## config.mk

```make
export PLATFORM = sky130hd
export DESIGN_NAME = vread_regs_flat
export DESIGN_NICKNAME = d
export VERILOG_FILES = /design/src/hdl/vread_pkg.sv /design/src/hdl/vread_ifs.sv /design/src/hdl/vread_regs.sv /design/src/flat_wrapper.sv
export SDC_FILE = /design/constraint.sdc
export NUM_CORES = 1
export LEC_CHECK = 0
export ABC_CLOCK_PERIOD_IN_PS = 4800
export BUFFER_PORTS_ARGS = -buffer_cell sky130_fd_sc_hd__clkbuf_2
export CORE_MARGIN = 2
export CORE_UTILIZATION = 47
export DETAILED_ROUTE_END_ITERATION = 12
export PLACE_DENSITY_LB_ADDON = 0.25
export REMOVE_ABC_BUFFERS = 1
export SLEW_MARGIN = 10
export SYNTH_ARGS = -nofsm -noshare
export SYNTH_HDL_FRONTEND = slang
export SYNTH_SLANG_ARGS = --single-unit
export TNS_END_PERCENT = 20
```

## constraint.sdc

```tcl
create_clock -name clk -period 4.8 [get_ports clk]
set_clock_uncertainty 0.05 [all_clocks]
set_input_delay 0.72 -clock clk [delete_from_list [all_inputs] [get_ports clk]]
set_output_delay 0.72 -clock clk [all_outputs]
set_load 0.1 [all_outputs]
```

## src/hdl/vread_pkg.sv

```systemverilog
package vread_pkg;

   localparam int AXI_ADDR_W = 32;
   localparam int AXI_DATA_W = 32;
   localparam int SYM_W      = 16;
   localparam int SYMS       = AXI_DATA_W / SYM_W;
   localparam int REG_ADDR_W = 8;

   // buffer word, whole or as output symbols; symbol 0 is the low half
   typedef union packed {
      logic [AXI_DATA_W-1:0]      word;
      logic [SYMS-1:0][SYM_W-1:0] sym;
   } word_u;

   localparam logic [REG_ADDR_W-1:0] REG_CTRL      = 8'h00;
   localparam logic [REG_ADDR_W-1:0] REG_STATUS    = 8'h04;
   localparam logic [REG_ADDR_W-1:0] REG_EXT_ADDR  = 8'h08;
   localparam logic [REG_ADDR_W-1:0] REG_RD_LEN    = 8'h0c;
   localparam logic [REG_ADDR_W-1:0] REG_RD_PER    = 8'h10;
   localparam logic [REG_ADDR_W-1:0] REG_RD_DUTY   = 8'h14;
   localparam logic [REG_ADDR_W-1:0] REG_RD_INCR   = 8'h18;
   localparam logic [REG_ADDR_W-1:0] REG_RD_ITER   = 8'h1c;
   localparam logic [REG_ADDR_W-1:0] REG_RD_SHIFT  = 8'h20;
   localparam logic [REG_ADDR_W-1:0] REG_OUT_START = 8'h24;
   localparam logic [REG_ADDR_W-1:0] REG_OUT_PER   = 8'h28;
   localparam logic [REG_ADDR_W-1:0] REG_OUT_DUTY  = 8'h2c;
   localparam logic [REG_ADDR_W-1:0] REG_OUT_INCR  = 8'h30;
   localparam logic [REG_ADDR_W-1:0] REG_OUT_ITER  = 8'h34;
   localparam logic [REG_ADDR_W-1:0] REG_OUT_SHIFT = 8'h38;
   localparam logic [REG_ADDR_W-1:0] REG_OUT_DELAY = 8'h3c;

   localparam int CTRL_RUN      = 0;
   localparam int CTRL_READ_EN  = 1;
   localparam int CTRL_PINGPONG = 2;

endpackage

```

## src/hdl/vread_ifs.sv

```systemverilog
`timescale 1ns/1ps

interface vread_cfg_if #(
   parameter int ADDR_W   = 10,
   parameter int PERIOD_W = 8,
   parameter int LEN_W    = 8,
   parameter int DELAY_W  = 7
);
   logic [vread_pkg::AXI_ADDR_W-1:0] ext_addr;
   logic [LEN_W-1:0]                 rd_len;
   logic [PERIOD_W-1:0]              rd_per;
   logic [PERIOD_W-1:0]              rd_duty;
   logic [ADDR_W-1:0]                rd_incr;
   logic [ADDR_W-1:0]                rd_iter;
   logic [ADDR_W-1:0]                rd_shift;
   logic [ADDR_W-1:0]                out_start;
   logic [PERIOD_W-1:0]              out_per;
   logic [PERIOD_W-1:0]              out_duty;
   logic [ADDR_W-1:0]                out_incr;
   logic [ADDR_W-1:0]                out_iter;
   logic [ADDR_W-1:0]                out_shift;
   logic [DELAY_W-1:0]               delay;
   logic                             read_en;
   logic                             pingpong;
   // one-cycle launch pulse
   logic                             run;
   logic                             done;

   modport regs (
      output ext_addr, rd_len, rd_per, rd_duty, rd_incr, rd_iter, rd_shift,
      output out_start, out_per, out_duty, out_incr, out_iter, out_shift,
      output delay, read_en, pingpong, run,
      input  done
   );

   modport unit (
      input  ext_addr, rd_len, rd_per, rd_duty, rd_incr, rd_iter, rd_shift,
      input  out_start, out_per, out_duty, out_incr, out_iter, out_shift,
      input  delay, read_en, pingpong, run,
      output done
   );
endinterface


```

## src/hdl/vread_regs.sv

```systemverilog
`timescale 1ns/1ps

module vread_regs #(
   parameter int ADDR_W   = 10,
   parameter int PERIOD_W = 8,
   parameter int LEN_W    = 8,
   parameter int DELAY_W  = 7
) (
   input  logic                             clk,
   input  logic                             rst,
   input  logic                             psel_i,
   input  logic                             penable_i,
   input  logic                             pwrite_i,
   input  logic [vread_pkg::REG_ADDR_W-1:0] paddr_i,
   input  logic [vread_pkg::AXI_DATA_W-1:0] pwdata_i,
   output logic [vread_pkg::AXI_DATA_W-1:0] prdata_o,
   output logic                             pready_o,
   vread_cfg_if.regs                        cfg
);

   logic wr_en;

   assign wr_en    = psel_i && penable_i && pwrite_i;
   // no wait states
   assign pready_o = 1'b1;

   always_ff @(posedge clk or posedge rst) begin
      if (rst) begin
         cfg.run       <= 1'b0;
         cfg.read_en   <= 1'b0;
         cfg.pingpong  <= 1'b0;
         cfg.ext_addr  <= '0;
         cfg.rd_len    <= '0;
         cfg.rd_per    <= '0;
         cfg.rd_duty   <= '0;
         cfg.rd_incr   <= '0;
         cfg.rd_iter   <= '0;
         cfg.rd_shift  <= '0;
         cfg.out_start <= '0;
         cfg.out_per   <= '0;
         cfg.out_duty  <= '0;
         cfg.out_incr  <= '0;
         cfg.out_iter  <= '0;
         cfg.out_shift <= '0;
         cfg.delay     <= '0;
      end else begin
         // run is a pulse and never reads back
         cfg.run <= 1'b0;
         if (wr_en) begin
            case (paddr_i)
               vread_pkg::REG_CTRL: begin
                  cfg.run      <= pwdata_i[vread_pkg::CTRL_RUN];
                  cfg.read_en  <= pwdata_i[vread_pkg::CTRL_READ_EN];
                  cfg.pingpong <= pwdata_i[vread_pkg::CTRL_PINGPONG];
               end
               vread_pkg::REG_EXT_ADDR:  cfg.ext_addr  <= pwdata_i;
               vread_pkg::REG_RD_LEN:    cfg.rd_len    <= pwdata_i[LEN_W-1:0];
               vread_pkg::REG_RD_PER:    cfg.rd_per    <= pwdata_i[PERIOD_W-1:0];
               vread_pkg::REG_RD_DUTY:   cfg.rd_duty   <= pwdata_i[PERIOD_W-1:0];
               vread_pkg::REG_RD_INCR:   cfg.rd_incr   <= pwdata_i[ADDR_W-1:0];
               vread_pkg::REG_RD_ITER:   cfg.rd_iter   <= pwdata_i[ADDR_W-1:0];
               vread_pkg::REG_RD_SHIFT:  cfg.rd_shift  <= pwdata_i[ADDR_W-1:0];
               vread_pkg::REG_OUT_START: cfg.out_start <= pwdata_i[ADDR_W-1:0];
               vread_pkg::REG_OUT_PER:   cfg.out_per   <= pwdata_i[PERIOD_W-1:0];
               vread_pkg::REG_OUT_DUTY:  cfg.out_duty  <= pwdata_i[PERIOD_W-1:0];
               vread_pkg::REG_OUT_INCR:  cfg.out_incr  <= pwdata_i[ADDR_W-1:0];
               vread_pkg::REG_OUT_ITER:  cfg.out_iter  <= pwdata_i[ADDR_W-1:0];
               vread_pkg::REG_OUT_SHIFT: cfg.out_shift <= pwdata_i[ADDR_W-1:0];
               vread_pkg::REG_OUT_DELAY: cfg.delay     <= pwdata_i[DELAY_W-1:0];
               default: ;
            endcase
         end
      end
   end

   always_comb begin
      prdata_o = '0;
      if (psel_i && !pwrite_i) begin
         case (paddr_i)
            vread_pkg::REG_CTRL: begin
               prdata_o[vread_pkg::CTRL_READ_EN]  = cfg.read_en;
               prdata_o[vread_pkg::CTRL_PINGPONG] = cfg.pingpong;
            end
            vread_pkg::REG_STATUS:    prdata_o[0]            = cfg.done;
            vread_pkg::REG_EXT_ADDR:  prdata_o               = cfg.ext_addr;
            vread_pkg::REG_RD_LEN:    prdata_o[LEN_W-1:0]    = cfg.rd_len;
            vread_pkg::REG_RD_PER:    prdata_o[PERIOD_W-1:0] = cfg.rd_per;
            vread_pkg::REG_RD_DUTY:   prdata_o[PERIOD_W-1:0] = cfg.rd_duty;
            vread_pkg::REG_RD_INCR:   prdata_o[ADDR_W-1:0]   = cfg.rd_incr;
            vread_pkg::REG_RD_ITER:   prdata_o[ADDR_W-1:0]   = cfg.rd_iter;
            vread_pkg::REG_RD_SHIFT:  prdata_o[ADDR_W-1:0]   = cfg.rd_shift;
            vread_pkg::REG_OUT_START: prdata_o[ADDR_W-1:0]   = cfg.out_start;
            vread_pkg::REG_OUT_PER:   prdata_o[PERIOD_W-1:0] = cfg.out_per;
            vread_pkg::REG_OUT_DUTY:  prdata_o[PERIOD_W-1:0] = cfg.out_duty;
            vread_pkg::REG_OUT_INCR:  prdata_o[ADDR_W-1:0]   = cfg.out_incr;
            vread_pkg::REG_OUT_ITER:  prdata_o[ADDR_W-1:0]   = cfg.out_iter;
            vread_pkg::REG_OUT_SHIFT: prdata_o[ADDR_W-1:0]   = cfg.out_shift;
            vread_pkg::REG_OUT_DELAY: prdata_o[DELAY_W-1:0]  = cfg.delay;
            default: ;
         endcase
      end
   end

endmodule

```

## src/flat_wrapper.sv

```systemverilog
// flat-port wrapper written by rule: the top's interface ports become plain ports
module vread_regs_flat 
#(
   parameter int ADDR_W   = 10,
   parameter int PERIOD_W = 8,
   parameter int LEN_W    = 8,
   parameter int DELAY_W  = 7
)
  (clk, rst, psel_i, penable_i, pwrite_i, paddr_i, pwdata_i, prdata_o, pready_o, cfg_ext_addr, cfg_rd_len, cfg_rd_per, cfg_rd_duty, cfg_rd_incr, cfg_rd_iter, cfg_rd_shift, cfg_out_start, cfg_out_per, cfg_out_duty, cfg_out_incr, cfg_out_iter, cfg_out_shift, cfg_delay, cfg_read_en, cfg_pingpong, cfg_run, cfg_done);
  vread_cfg_if #(.ADDR_W(ADDR_W), .PERIOD_W(PERIOD_W), .LEN_W(LEN_W), .DELAY_W(DELAY_W)) cfg_i ();
  input  logic clk;
  input  logic rst;
  input  logic psel_i;
  input  logic penable_i;
  input  logic pwrite_i;
  input  logic [vread_pkg::REG_ADDR_W-1:0] paddr_i;
  input  logic [vread_pkg::AXI_DATA_W-1:0] pwdata_i;
  output logic [vread_pkg::AXI_DATA_W-1:0] prdata_o;
  output logic pready_o;
  output wire logic [$bits(cfg_i.ext_addr)-1:0] cfg_ext_addr;
  output wire logic [$bits(cfg_i.rd_len)-1:0] cfg_rd_len;
  output wire logic [$bits(cfg_i.rd_per)-1:0] cfg_rd_per;
  output wire logic [$bits(cfg_i.rd_duty)-1:0] cfg_rd_duty;
  output wire logic [$bits(cfg_i.rd_incr)-1:0] cfg_rd_incr;
  output wire logic [$bits(cfg_i.rd_iter)-1:0] cfg_rd_iter;
  output wire logic [$bits(cfg_i.rd_shift)-1:0] cfg_rd_shift;
  output wire logic [$bits(cfg_i.out_start)-1:0] cfg_out_start;
  output wire logic [$bits(cfg_i.out_per)-1:0] cfg_out_per;
  output wire logic [$bits(cfg_i.out_duty)-1:0] cfg_out_duty;
  output wire logic [$bits(cfg_i.out_incr)-1:0] cfg_out_incr;
  output wire logic [$bits(cfg_i.out_iter)-1:0] cfg_out_iter;
  output wire logic [$bits(cfg_i.out_shift)-1:0] cfg_out_shift;
  output wire logic [$bits(cfg_i.delay)-1:0] cfg_delay;
  output wire logic [$bits(cfg_i.read_en)-1:0] cfg_read_en;
  output wire logic [$bits(cfg_i.pingpong)-1:0] cfg_pingpong;
  output wire logic [$bits(cfg_i.run)-1:0] cfg_run;
  input wire logic [$bits(cfg_i.done)-1:0] cfg_done;
  assign cfg_ext_addr = cfg_i.ext_addr;
  assign cfg_rd_len = cfg_i.rd_len;
  assign cfg_rd_per = cfg_i.rd_per;
  assign cfg_rd_duty = cfg_i.rd_duty;
  assign cfg_rd_incr = cfg_i.rd_incr;
  assign cfg_rd_iter = cfg_i.rd_iter;
  assign cfg_rd_shift = cfg_i.rd_shift;
  assign cfg_out_start = cfg_i.out_start;
  assign cfg_out_per = cfg_i.out_per;
  assign cfg_out_duty = cfg_i.out_duty;
  assign cfg_out_incr = cfg_i.out_incr;
  assign cfg_out_iter = cfg_i.out_iter;
  assign cfg_out_shift = cfg_i.out_shift;
  assign cfg_delay = cfg_i.delay;
  assign cfg_read_en = cfg_i.read_en;
  assign cfg_pingpong = cfg_i.pingpong;
  assign cfg_run = cfg_i.run;
  assign cfg_i.done = cfg_done;
  vread_regs #(.ADDR_W(ADDR_W), .PERIOD_W(PERIOD_W), .LEN_W(LEN_W), .DELAY_W(DELAY_W)) u_core (.clk(clk), .rst(rst), .psel_i(psel_i), .penable_i(penable_i), .pwrite_i(pwrite_i), .paddr_i(paddr_i), .pwdata_i(pwdata_i), .prdata_o(prdata_o), .pready_o(pready_o), .cfg(cfg_i));
endmodule
```

==> flow_summary.rst, run 1 <==
.. list-table::
   :header-rows: 1

   * - Metric
     - Value
   * - Total negative setup slack
     - 0 ns
   * - Synthesized cell area
     - roughly 7400 um^2
   * - Most frequent standard cell in the layout excluding fill and tap cells
     - sky130_fd_sc_hd__clkbuf_2
   * - Row Count
     - between 40 and 50
   * - Setup Buffers After CTS
     - 0
   * - Worst setup SP type
     - input pin
   * - TritonCTS clock tree
     - done
   * - Worst Reg2Reg Path Length in Cells
     - 1
   * - Unique cell type count in the Yosys netlist
     - 50
   * - Sequential-to-total area share from yosys stat
     - 51.66%
   * - Number of input and output port buffers inserted
     - 229
   * - Top fanout value on the critical path
     - 19
   * - Final-layout worst hold slack
     - about 0.44 ns
   * - Area growth from synthesis to layout
     - 31.66%
   * - Capturing element type of the critical path
     - output pin
   * - Clk Tree Root Cell
     - sky130_fd_sc_hd__clkbuf_16
   * - Number of global-route vias before repair
     - 5950
   * - Cells after synthesis
     - 569
   * - Ordered cell list for the critical path
     - clkbuf_2 > nor2b_1 > nand3_1 > o22ai_1 > a31oi_1 > a21oi_1 > clkbuf_2
   * - GRT Resource Usage Total
     - approximately 29%
   * - Flop and latch count out of synthesis
     - around 150
   * - Post-synthesis area per instance
     - 12.94 um^2
   * - Worst vdd ir
     - 0.2502 mV
   * - Routability cong.
     - slightly below 1
   * - Leakage power
     - approximately 5 nW
   * - Remaining number of nets flagged by the antenna check after routing
     - 0
   * - Final core area utilization
     - approximately 64%
   * - Fraction of final layout cells sized beyond drive strength 1
     - 55.94%
   * - Final hold violation count
     - 0
   * - Total inserted antenna cells
     - 0
   * - Count of endpoints failing setup in the final report
     - 0
   * - Pwr dens
     - between 300 and 400 nW/um^2
   * - Global-route wire length before repair
     - between 30000 and 40000 um
   * - Clock insertion delay at the later pin of the skew report
     - 0.42 ns
   * - Global route total overflow
     - 0
   * - Avg WL per Cell
     - approximately 23 um
   * - Tmin final
     - between 3 and 4 ns
   * - Total clock buffers created by CTS
     - 17
   * - Drt pass-1 iters
     - 6
   * - Core Box Area
     - 15260 um^2
   * - Nets
     - ~840
   * - Cells resized by post-CTS repair
     - 0
   * - Slew Limit Fails
     - 0
   * - Overall die height
     - around 130 um
   * - Slew of the pin with the lowest slew margin
     - ~0.90 ns
   * - Clock-pin transition on the worst setup and hold timing paths
     - around 0.06 ns
   * - Critical path data arrival time
     - about 3.2 ns
   * - Clock net sink count
     - around 150
   * - Overall routed net length
     - between 20000 and 25000 um
   * - Detail Placement HPWL
     - 17780 um
   * - Die width
     - around 130 um
   * - Class of the most critical hold timing path
     - input pin to async pin
   * - Number of synthesized flops with an enable pin
     - 0
   * - Number of design-rule violations left by the first detailed-router iteration
     - about 420
   * - PnR Total Power
     - 2.997 mW
   * - Required time worst endpoint
     - roughly 4.0 ns
   * - Async S/R FF share, synth
     - 100.0%
   * - Max clock buf depth
     - 2
   * - Unrepaired setup endpoints after global routing
     - false
   * - Warning count from the yosys run
     - 0
   * - Remaining design rule violation count
     - 0
   * - Hold_buf cts
     - 0
   * - Antenna violations before repair
     - 0
   * - Number of vias per cell
     - 5.781
   * - Worst slew slack as a fraction of its limit
     - between 30% and 40%
   * - H-Tree Level Count
     - 4
   * - Primary FF master, synth
     - sky130_fd_sc_hd__dfrtp_1
   * - Initial core utilization
     - between 40% and 50%
   * - Critical-path cell with the highest stage delay
     - sky130_fd_sc_hd__nor2b_1
   * - Status
     - finished, final reports clean
   * - Most used cells in the layout excluding fill and tap cells
     - sky130_fd_sc_hd__clkbuf_2, sky130_fd_sc_hd__mux2_2, sky130_fd_sc_hd__dfrtp_1
   * - Number of top-level pins
     - between 200 and 250
   * - Highest clock rate
     - 0.2501 GHz
   * - Dominant cell type by count on the critical path
     - sky130_fd_sc_hd__clkbuf_2
   * - Via Count
     - 5891
   * - Final critical-path share of the clock period
     - about 83%
   * - Worst stage delay on the critical path
     - slightly below 0.7 ns
   * - Category of the most critical setup path
     - input pin to output pin
   * - Maximum number of pins on one net before global-route repair
     - between 100 and 150
   * - Overall die area
     - roughly 17000 um^2
   * - Max-cap violation count
     - 0
## worst max-delay path: cells and delay by family
kind | cells | cell delay, ns
compound gates | 3 | 0.54
simple gates | 2 | 1.01
buf+inv | 2 | 0.93
## cell usage after synthesis, types with 2 or more instances
cell                        count  area [um^2]
sky130_fd_sc_hd__a211oi_1       3        22.52
sky130_fd_sc_hd__a21o_1         2        15.01
sky130_fd_sc_hd__a21oi_1       12        60.06
sky130_fd_sc_hd__a221oi_1       5        43.79
sky130_fd_sc_hd__a22o_1         4        35.03
sky130_fd_sc_hd__a22oi_1        8        60.06
sky130_fd_sc_hd__a2bb2oi_1      2        17.52
sky130_fd_sc_hd__a31oi_1        3        18.77
sky130_fd_sc_hd__a32oi_1        2        17.52
sky130_fd_sc_hd__and2_0         2        12.51
sky130_fd_sc_hd__and2_1        24        150.1
sky130_fd_sc_hd__and3_1         4        25.02
sky130_fd_sc_hd__and4_1         2        17.52
sky130_fd_sc_hd__buf_2         14        70.07
sky130_fd_sc_hd__buf_4          6        45.04
sky130_fd_sc_hd__clkbuf_1      16        60.06
sky130_fd_sc_hd__dfrtp_1      152         3804
sky130_fd_sc_hd__inv_1          2        7.510
sky130_fd_sc_hd__mux2_1         3        33.78
sky130_fd_sc_hd__mux2_2       160         1802
sky130_fd_sc_hd__mux2i_1       31        310.3
sky130_fd_sc_hd__nand2_1       20        75.07
sky130_fd_sc_hd__nand2_2        4        25.02
sky130_fd_sc_hd__nand3_1       14        70.07
sky130_fd_sc_hd__nand3_2        4        40.04
sky130_fd_sc_hd__nand4_1        5        31.28
sky130_fd_sc_hd__nor2_1        13        48.80
sky130_fd_sc_hd__nor2b_1        3        18.77
sky130_fd_sc_hd__nor3_1         6        30.03
sky130_fd_sc_hd__nor3_4         2        32.53
sky130_fd_sc_hd__nor4_4         2        42.54
sky130_fd_sc_hd__nor4b_2        2        30.03
sky130_fd_sc_hd__o21ai_0       10        50.05
sky130_fd_sc_hd__o22ai_1        6        37.54
sky130_fd_sc_hd__o2bb2ai_1      3        26.28
sky130_fd_sc_hd__o31ai_1        3        22.52
sky130_fd_sc_hd__or4b_4         2        27.53
## power breakdown
| group | total, mW | switching (mW) | internal (mW) |
|---|---|---|---|
| logic | 0.321 | 0.258 | 0.0631 |
| clock network | 1.36 | 0.499 | 0.858 |
| registers | 1.32 | 0.0175 | 1.30 |
## flip-flops by register name, summed over array words and instances (netlist names), 10 cells and up
signal                flops
u_core.cfg.rd_shift      10
u_core.cfg.out_shift     10
u_core.cfg.out_incr      10
u_core.cfg.ext_addr      32
u_core.cfg.out_iter      10
u_core.cfg.out_start     10
u_core.cfg.rd_incr       10
u_core.cfg.rd_iter       10
## layer usage
| layer | track usage (%) | vias to the layer above | part of all wire (%) |
|---|---|---|---|
| li1 | - | 2559 | - |
| met1 | 38.35 | 2965 | 41 |
| met2 | 45.94 | 320 | 47 |
| met3 | 8.051 | 47 | 8.5 |
| met4 | 11.51 | 0 | 3.0 |
| met5 | 0 | - | 0 |
## final cells by class
cell class | count | area, um^2
fill | 1231 | 5564
clock buffer | 25 | 485.5
tap | 211 | 264.0
multi-input combinational | 378 | 3373
inverter | 2 | 12.51
sequential | 152 | 3804
timing repair buffer | 244 | 1639
clock inverter | 7 | 116.4
## cell families (layout without fill, tap and decap cells)
kind of cell / Yosys count / count (layout) / share of synthesized area, %
multiplexers: 194 / 194 / 29.14
flip-flops: 152 / 152 / 51.66
AND/OR/NAND/NOR: 116 / 116 / 10.31
AO/OA/AOI/OAI: 67 / 67 / 6.304
buffers and inverters: 39 / 278 / 2.532
other: 1 / 1 / 0.05093
## worst paths after layout
check	startpoint	endpoint	slack, ns
max	paddr_i[5]	prdata_o[5]	0.80
min	rst	u_core.cfg.ext_addr[22]	0.44
max reg2reg	u_core.cfg.out_iter[7]	u_core.cfg.out_iter[7]	3.92
min reg2reg	u_core.cfg.rd_incr[1]	u_core.cfg.rd_incr[1]	0.47
max in group asynchronous	rst	u_core.cfg.out_start[1]	3.32
min in group clk	u_core.cfg.rd_incr[1]	u_core.cfg.rd_incr[1]	0.47
## through the flow
| step | cells | cell area (um^2) | setup slack, ns |
|---|---|---|---|
| final | 1019 | 9694 | 0.8013 |
| after global routing | 1019 | 9694 | 0.6821 |
| after CTS | 1019 | 9694 | 0.8731 |
| after detailed placement | 987 | 9092 | 0.8656 |
| after global placement | 987 | 9092 | 0.7675 |
| after floorplan | 532 | 7184 | -0.07710 |
No activity file was read; power rests on OpenSTA's default activity.
==> run 2: changes to the inputs <==
--- a/config.mk
+++ b/config.mk
@@ -5,7 +5,7 @@
 export SDC_FILE = /design/constraint.sdc
 export NUM_CORES = 1
 export LEC_CHECK = 0
-export ABC_CLOCK_PERIOD_IN_PS = 4800
+export ABC_CLOCK_PERIOD_IN_PS = 3400
 export BUFFER_PORTS_ARGS = -buffer_cell sky130_fd_sc_hd__clkbuf_2
 export CORE_MARGIN = 2
 export CORE_UTILIZATION = 47
==> constraint.sdc (replaced) <==
create_clock -name clk -period 3.4 [get_ports clk]
set_clock_uncertainty 0.05 [all_clocks]
set_input_delay 0.51 -clock clk [delete_from_list [all_inputs] [get_ports clk]]
set_output_delay 0.51 -clock clk [all_outputs]
set_load 0.1 [all_outputs]
==> run 2 against run 1 <==
  * Core utilization up 2.1 points
  * Largest cell class unchanged
  * Register-to-register slack got worse by 1.4 ns
  * Clock power increased by 48%
  * Worst hold slack worse by 0.34 ns
  * Die area unchanged
  * Highest routed layer unchanged
  * Power rose by 45%
  * Via count grew 1.5%
  * Critical path type unchanged
==> flow_summary.rst, run 2 (synthesized netlist as in run 1, its figures left out) <==
.. list-table::
   :header-rows: 1

   * - Metric
     - Value
   * - Detail Placement HPWL
     - ~18000 um
   * - Relative contribution of combinational cells to total power
     - between 10% and 20%
   * - Count of endpoints failing setup in the final report
     - 0
   * - Number of top-level pins
     - 231
   * - Remaining number of nets flagged by the antenna check after routing
     - 0
   * - Worst slew slack as a fraction of its limit
     - around three fifths
   * - Number of cells in the design after placement
     - around 1000
   * - Dominant delay contributor by cell family on the critical path
     - compound AO/OA/AOI/OAI gates
   * - Total clock buffers created by CTS
     - 17
   * - Die width
     - 129.2 um
   * - Critical-path cell with the highest stage delay
     - sky130_fd_sc_hd__a221oi_1
   * - Clock-pin transition on the worst setup and hold timing paths
     - ~0.06 ns
   * - Count of buffering cells on the critical path with inverters included
     - 3
   * - Initial core utilization
     - 48.26%
   * - Final critical-path share of the clock period
     - ~90%
   * - Fraction of final layout cells sized beyond drive strength 1
     - about 58%
   * - Hold_buf cts
     - 0
   * - Net switching power
     - 1.109 mW
   * - Setup Buffers After CTS
     - 0
   * - Slew Limit Fails
     - 0
   * - Maximum number of pins on one net before global-route repair
     - 62
   * - Share of power burned in registers
     - between 40% and 50%
   * - Slack of the critical path
     - around 0.26 ns
   * - Worst setup SP type
     - input pin
   * - Cell-internal power
     - 3.234 mW
   * - Status
     - finished, final reports clean
   * - Core Box Area
     - 15260 um^2
   * - Clock net sink count
     - ~150
   * - Number of vias per cell
     - 5.737
   * - TritonCTS clock tree
     - done
   * - Pwr dens
     - between 400 and 500 nW/um^2
   * - Antenna violations before repair
     - 1
   * - Capturing element type of the critical path
     - output pin
   * - Ordered cell list for the critical path
     - clkbuf_2 > nor4b_2 > nand2_1 > o31ai_1 > a211oi_1 > a221oi_1 > buf_4 > buf_12
   * - Cells resized by post-CTS repair
     - 0
   * - Global route total overflow
     - 0
   * - Avg WL per Cell
     - between 20 and 25 um
   * - Required time worst endpoint
     - approximately 2.8 ns
   * - Slew of the pin with the lowest slew margin
     - 0.5918 ns
   * - Most frequent standard cell in the layout excluding fill and tap cells
     - sky130_fd_sc_hd__clkbuf_2
   * - Number of global-route vias before repair
     - between 6000 and 7000
   * - Critical path launch point
     - paddr_i[7]
   * - Row Count
     - 45
   * - Drt pass-1 iters
     - 6
   * - Tmin final
     - 3.142 ns
   * - Category of the most critical setup path
     - input pin to output pin
   * - Portion of total power attributed to the clock network
     - 46.3%
   * - Overall routed net length
     - ~24000 um
   * - Worst-case setup slack after placement
     - between 0.3 and 0.4 ns
   * - GRT Resource Usage Total
     - 29.83%
   * - Startpoint of the worst register-to-register path
     - u_core.cfg.read_en
   * - Max-cap violation count
     - 0
   * - Global-route wire length before repair
     - around 37000 um
   * - Highest clock rate
     - ~0.32 GHz
   * - Final core area utilization
     - 65.64%
   * - Max clock buf depth
     - 2
   * - Unrepaired setup endpoints after global routing
     - false
   * - Area growth from synthesis to layout
     - 36.02%
   * - Routability cong.
     - about 0.99
   * - Remaining design rule violation count
     - 0
   * - Via Count
     - around 6000
   * - Register containing the most flip-flops in the final layout
     - u_core.cfg.ext_addr
   * - H-Tree Level Count
     - 4
   * - Class of the most critical hold timing path
     - input pin to async pin
   * - Setup slack on the worst flop-to-flop path
     - around 2.5 ns
   * - Worst vdd ir
     - about 0.32 mV
   * - Clk Tree Root Cell
     - sky130_fd_sc_hd__clkbuf_16
   * - Clock insertion delay at the later pin of the skew report
     - between 0.4 and 0.5 ns
   * - Number of flip-flops in the largest register
     - 32
   * - Number of input and output port buffers inserted
     - between 200 and 250
   * - Number of design-rule violations left by the first detailed-router iteration
     - around 450
   * - Post-route non-filler standard cell count
     - roughly 1000
   * - Most used cells in the layout excluding fill and tap cells
     - sky130_fd_sc_hd__clkbuf_2, sky130_fd_sc_hd__mux2_2, sky130_fd_sc_hd__dfrtp_1
   * - Top fanout value on the critical path
     - 6
   * - # fillers
     - 1174
   * - Final hold violation count
     - 0
   * - Worst stage delay on the critical path
     - around 0.42 ns
   * - Nets
     - 865
   * - Overall die area
     - around 17000 um^2
   * - Switching fraction of total power
     - roughly a quarter
   * - Critical path data arrival time
     - ~2.6 ns
   * - Leakage power
     - ~5.2 nW
   * - Overall die height
     - roughly 130 um
-- run 2: cell count changes in the layout (fill, tap and decap cells not counted), moves of 4 or more --
cell                       delta
sky130_fd_sc_hd__clkbuf_1     -4
sky130_fd_sc_hd__buf_12       +8
sky130_fd_sc_hd__clkbuf_2     -5
sky130_fd_sc_hd__buf_4       +21
-- run 2: area by class of cell --
type / instances / area (um^2) / share of cell area [%]
flip-flops and latches: 152 / 3804 / 37.98
multi-input cells: 378 / 3373 / 33.68
repair buffers: 268 / 1932 / 19.29
clock buffers: 22 / 484.2 / 4.834
well taps: 211 / 264.0 / 2.636
clock inverters: 8 / 143.9 / 1.437
inverters: 2 / 12.51 / 0.1249
diodes: 1 / 2.502 / 0.02498
-- run 2: metrics by stage --
stage / hold WS [ns] / total power [mW] / TNS [ns] / cell area [um^2]
3_3_place_gp: 0.4522 / 2.357 / 0 / 9385
2_1_floorplan: 0.5917 / 2.185 / -195.55 / 7184
4_1_cts: 0.1169 / 4.367 / 0 / 10010
3_5_place_dp: 0.4616 / 2.365 / 0 / 9385
5_1_grt: 0.1306 / 4.477 / 0 / 10020
6_report: 0.09953 / 4.343 / 0 / 10020
-- run 2: per-layer routing --
layer,vias up,share of wire (%),GRT usage (%)
li1,2606,-,-
met1,3035,42,38.96
met2,298,48,47.99
met3,39,8.1,8.134
met4,0,2.4,10.74
met5,-,0,0
-- run 2: final timing paths --
path,end,cells past startpoint
setup / recovery,prdata_o[0],8
hold / removal,u_core.cfg.out_shift[9],2
setup reg to reg,u_core.cfg.read_en,1
hold reg to reg,u_core.cfg.out_shift[8],1
max in group asynchronous,u_core.cfg.rd_iter[7],4
min in group clk,u_core.cfg.ext_addr[16],2
-- run 2: power by group through the flow --
stage / Sequential, mW / Clock, mW / Combinational (mW)
floorplan: 2.08 / 0 / 0.104
global route: 1.86 / 2.12 / 0.496
detailed placement: 1.89 / 0 / 0.473
global placement: 1.89 / 0 / 0.467
finish: 1.86 / 2.01 / 0.473
CTS: 1.86 / 2.03 / 0.474
==> run 3: changes to the inputs <==
--- a/config.mk
+++ b/config.mk
@@ -10,7 +10,7 @@
 export CORE_MARGIN = 2
 export CORE_UTILIZATION = 47
 export DETAILED_ROUTE_END_ITERATION = 12
-export PLACE_DENSITY_LB_ADDON = 0.25
+export PLACE_DENSITY_LB_ADDON = 0.08
 export REMOVE_ABC_BUFFERS = 1
 export SLEW_MARGIN = 10
 export SYNTH_ARGS = -nofsm -noshare
==> run 3 against run 2 <==
  * Cell area is 0.79% lower
  * Routed wire length is 2.1% lower
  * Sequential cell count stayed put
  * Worst setup slack better by 0.014 ns
  * Clock power is 4% lower
  * Register-to-register slack worse by 0.03 ns
  * Final cell count is 0.67% lower
  * Clock-buffer cell count is 1 higher
  * Critical path depth is 1 lower
  * Sequential share of layout area is 0.30 points higher
==> flow_summary.rst, run 3 (synthesized netlist as in run 1, its figures left out) <==
.. list-table::
   :header-rows: 1

   * - Metric
     - Value
   * - Initial core utilization
     - 48.26%
   * - Fraction of final layout cells sized beyond drive strength 1
     - ~57%
   * - Top Usage Layer GRT
     - met2
   * - TritonCTS clock tree
     - done
   * - Via Count
     - 5911
   * - Count of endpoints failing setup in the final report
     - 0
   * - Hold_buf cts
     - 0
   * - PnR Total Power
     - 4.248 mW
   * - Most used cells in the layout excluding fill and tap cells
     - sky130_fd_sc_hd__clkbuf_2, sky130_fd_sc_hd__mux2_2, sky130_fd_sc_hd__dfrtp_1
   * - Final design area excluding fillers
     - between 9000 and 10000 um^2
   * - Worst vdd ir
     - around 0.33 mV
   * - Max clock buf depth
     - 2
   * - Startpoint of the worst register-to-register path
     - u_core.cfg.out_shift[7]
   * - Overall die height
     - around 130 um
   * - Slew of the pin with the lowest slew margin
     - 0.6833 ns
   * - Global-route wire length before repair
     - about 36000 um
   * - Number of vias per cell
     - about 5.7
   * - FF-to-FF End
     - u_core.cfg.out_shift[7]
   * - Overall routed net length
     - about 24000 um
   * - Row Count
     - 45
   * - Clock net sink count
     - around 150
   * - Clock-pin transition on the worst setup and hold timing paths
     - around 0.06 ns
   * - Detail Placement HPWL
     - approximately 18000 um
   * - Worst setup SP type
     - input pin
   * - GR met3 Demand/Resource
     - 9.083%
   * - Class of the most critical hold timing path
     - input pin to async pin
   * - Area growth from synthesis to layout
     - 34.95%
   * - Maximum number of pins on one net before global-route repair
     - 72
   * - Remaining number of nets flagged by the antenna check after routing
     - 0
   * - Global route total overflow
     - 0
   * - M1 GR Usage
     - 38.32%
   * - Nets
     - 859
   * - Critical path data arrival time
     - between 2 and 3 ns
   * - Number of design-rule violations left by the first detailed-router iteration
     - 437
   * - Max-cap violation count
     - 0
   * - Antenna violations before repair
     - 0
   * - Remaining design rule violation count
     - 0
   * - Cells resized by post-CTS repair
     - 0
   * - Setup slack on the worst flop-to-flop path
     - between 2 and 2.5 ns
   * - Status
     - finished, final reports clean
   * - Final hold violation count
     - 0
   * - Final-layout worst hold slack
     - between 0.1 and 0.15 ns
   * - Worst slew slack as a fraction of its limit
     - 54.32%
   * - Highest clock rate
     - about 0.32 GHz
   * - Routability cong.
     - ~0.94
   * - Overall die area
     - ~17000 um^2
   * - Category of the most critical setup path
     - input pin to output pin
   * - Number of input and output port buffers inserted
     - roughly 230
   * - Core Box Area
     - 15260 um^2
   * - Number of flip-flops in the largest register
     - 32
   * - GR met2 Demand/Resource
     - about 46%
   * - H-Tree Level Count
     - 4
   * - Slew Limit Fails
     - 0
   * - Required time worst endpoint
     - about 2.8 ns
   * - Clk Tree Root Cell
     - sky130_fd_sc_hd__clkbuf_16
   * - Register containing the most flip-flops in the final layout
     - u_core.cfg.ext_addr
   * - GRT Resource Usage Total
     - 29.09%
   * - Number of global-route vias before repair
     - between 6000 and 7000
   * - Tmin final
     - ~3.1 ns
   * - Capturing element type of the critical path
     - output pin
   * - Dpl cell area
     - roughly 9300 um^2
   * - Unrepaired setup endpoints after global routing
     - false
   * - Critical-path cell with the highest stage delay
     - sky130_fd_sc_hd__or4b_4
   * - Total negative setup slack
     - 0 ns
   * - Ordered cell list for the critical path
     - clkbuf_2 > or4b_4 > nor3_1 > buf_4 > a21oi_1 > a31oi_1 > buf_12
   * - Total inserted antenna cells
     - 0
   * - Top fanout value on the critical path
     - 11
   * - Die width
     - approximately 130 um
   * - Drt pass-1 iters
     - 5
   * - Clock insertion delay at the later pin of the skew report
     - between 0.4 and 0.5 ns
   * - Leakage power
     - 5.150 nW
   * - Final core area utilization
     - roughly two thirds
   * - Final critical-path share of the clock period
     - 91.98%
   * - Pwr dens
     - roughly 430 nW/um^2
   * - Worst Reg2Reg Path Length in Cells
     - 1
   * - Setup Buffers After CTS
     - 0
   * - Avg WL per Cell
     - around 23 um
   * - Total clock buffers created by CTS
     - 17
   * - Worst stage delay on the critical path
     - between 0.6 and 0.7 ns
   * - Most frequent standard cell in the layout excluding fill and tap cells
     - sky130_fd_sc_hd__clkbuf_2
   * - Number of top-level pins
     - 231
[run 3: cell types whose count changed in the layout (fill, tap and decap cells not counted), sizes merged]
cell and change:
buf -6, clkinv -2, clkinvlp +2, bufinv -1, clkbuf +1, diode -1
[run 3: worst max-delay path by stage]
stage | slack, ns | endpoint | from
6_report | 0.27 | prdata_o[3] | paddr_i[5]
5_1_grt | 0.21 | prdata_o[5] | paddr_i[3]
4_1_cts | 0.28 | prdata_o[3] | paddr_i[5]
3_5_place_dp | 0.29 | prdata_o[3] | paddr_i[5]
3_3_place_gp | 0.28 | prdata_o[3] | paddr_i[5]
2_1_floorplan | -1.25 | u_core.cfg.delay[0] | rst
[run 3: final cells by class]
type	count	area [um^2]
clock buffer	23	478.0
clock inverter	7	118.9
fill	1180	5321
inverter	2	12.51
multi-input combinational	378	3373
sequential	152	3804
tap	211	264.0
timing repair buffer	262	1887
[run 3: worst max-delay path, delay by kind of cell]
kind / cells / cell delay [ns]
AOI/OAI and AO/OA: 2 / 0.47
buffers and inverters: 3 / 0.65
and+or+nand+nor: 2 / 0.93
[run 3: per-layer routing]
metal,up-vias,part of all wire (%)
li1,2588,-
met1,2999,42
met2,281,48
met3,43,7.7
met4,0,2.3
met5,-,0
[run 3: through the flow]
stage	std cells	setup WS (ns)
CTS	1035	0.2820
detailed placement	1005	0.2902
global placement	1005	0.2797
finish	1035	0.2726
global route	1035	0.2073
floorplan	532	-1.253
[run 3: power breakdown]
group	total (mW)	switching, mW	internal [mW]
clock network	1.92	0.712	1.20
logic	0.473	0.373	0.100
registers	1.86	0.0228	1.84
total	4.25	1.11	3.14
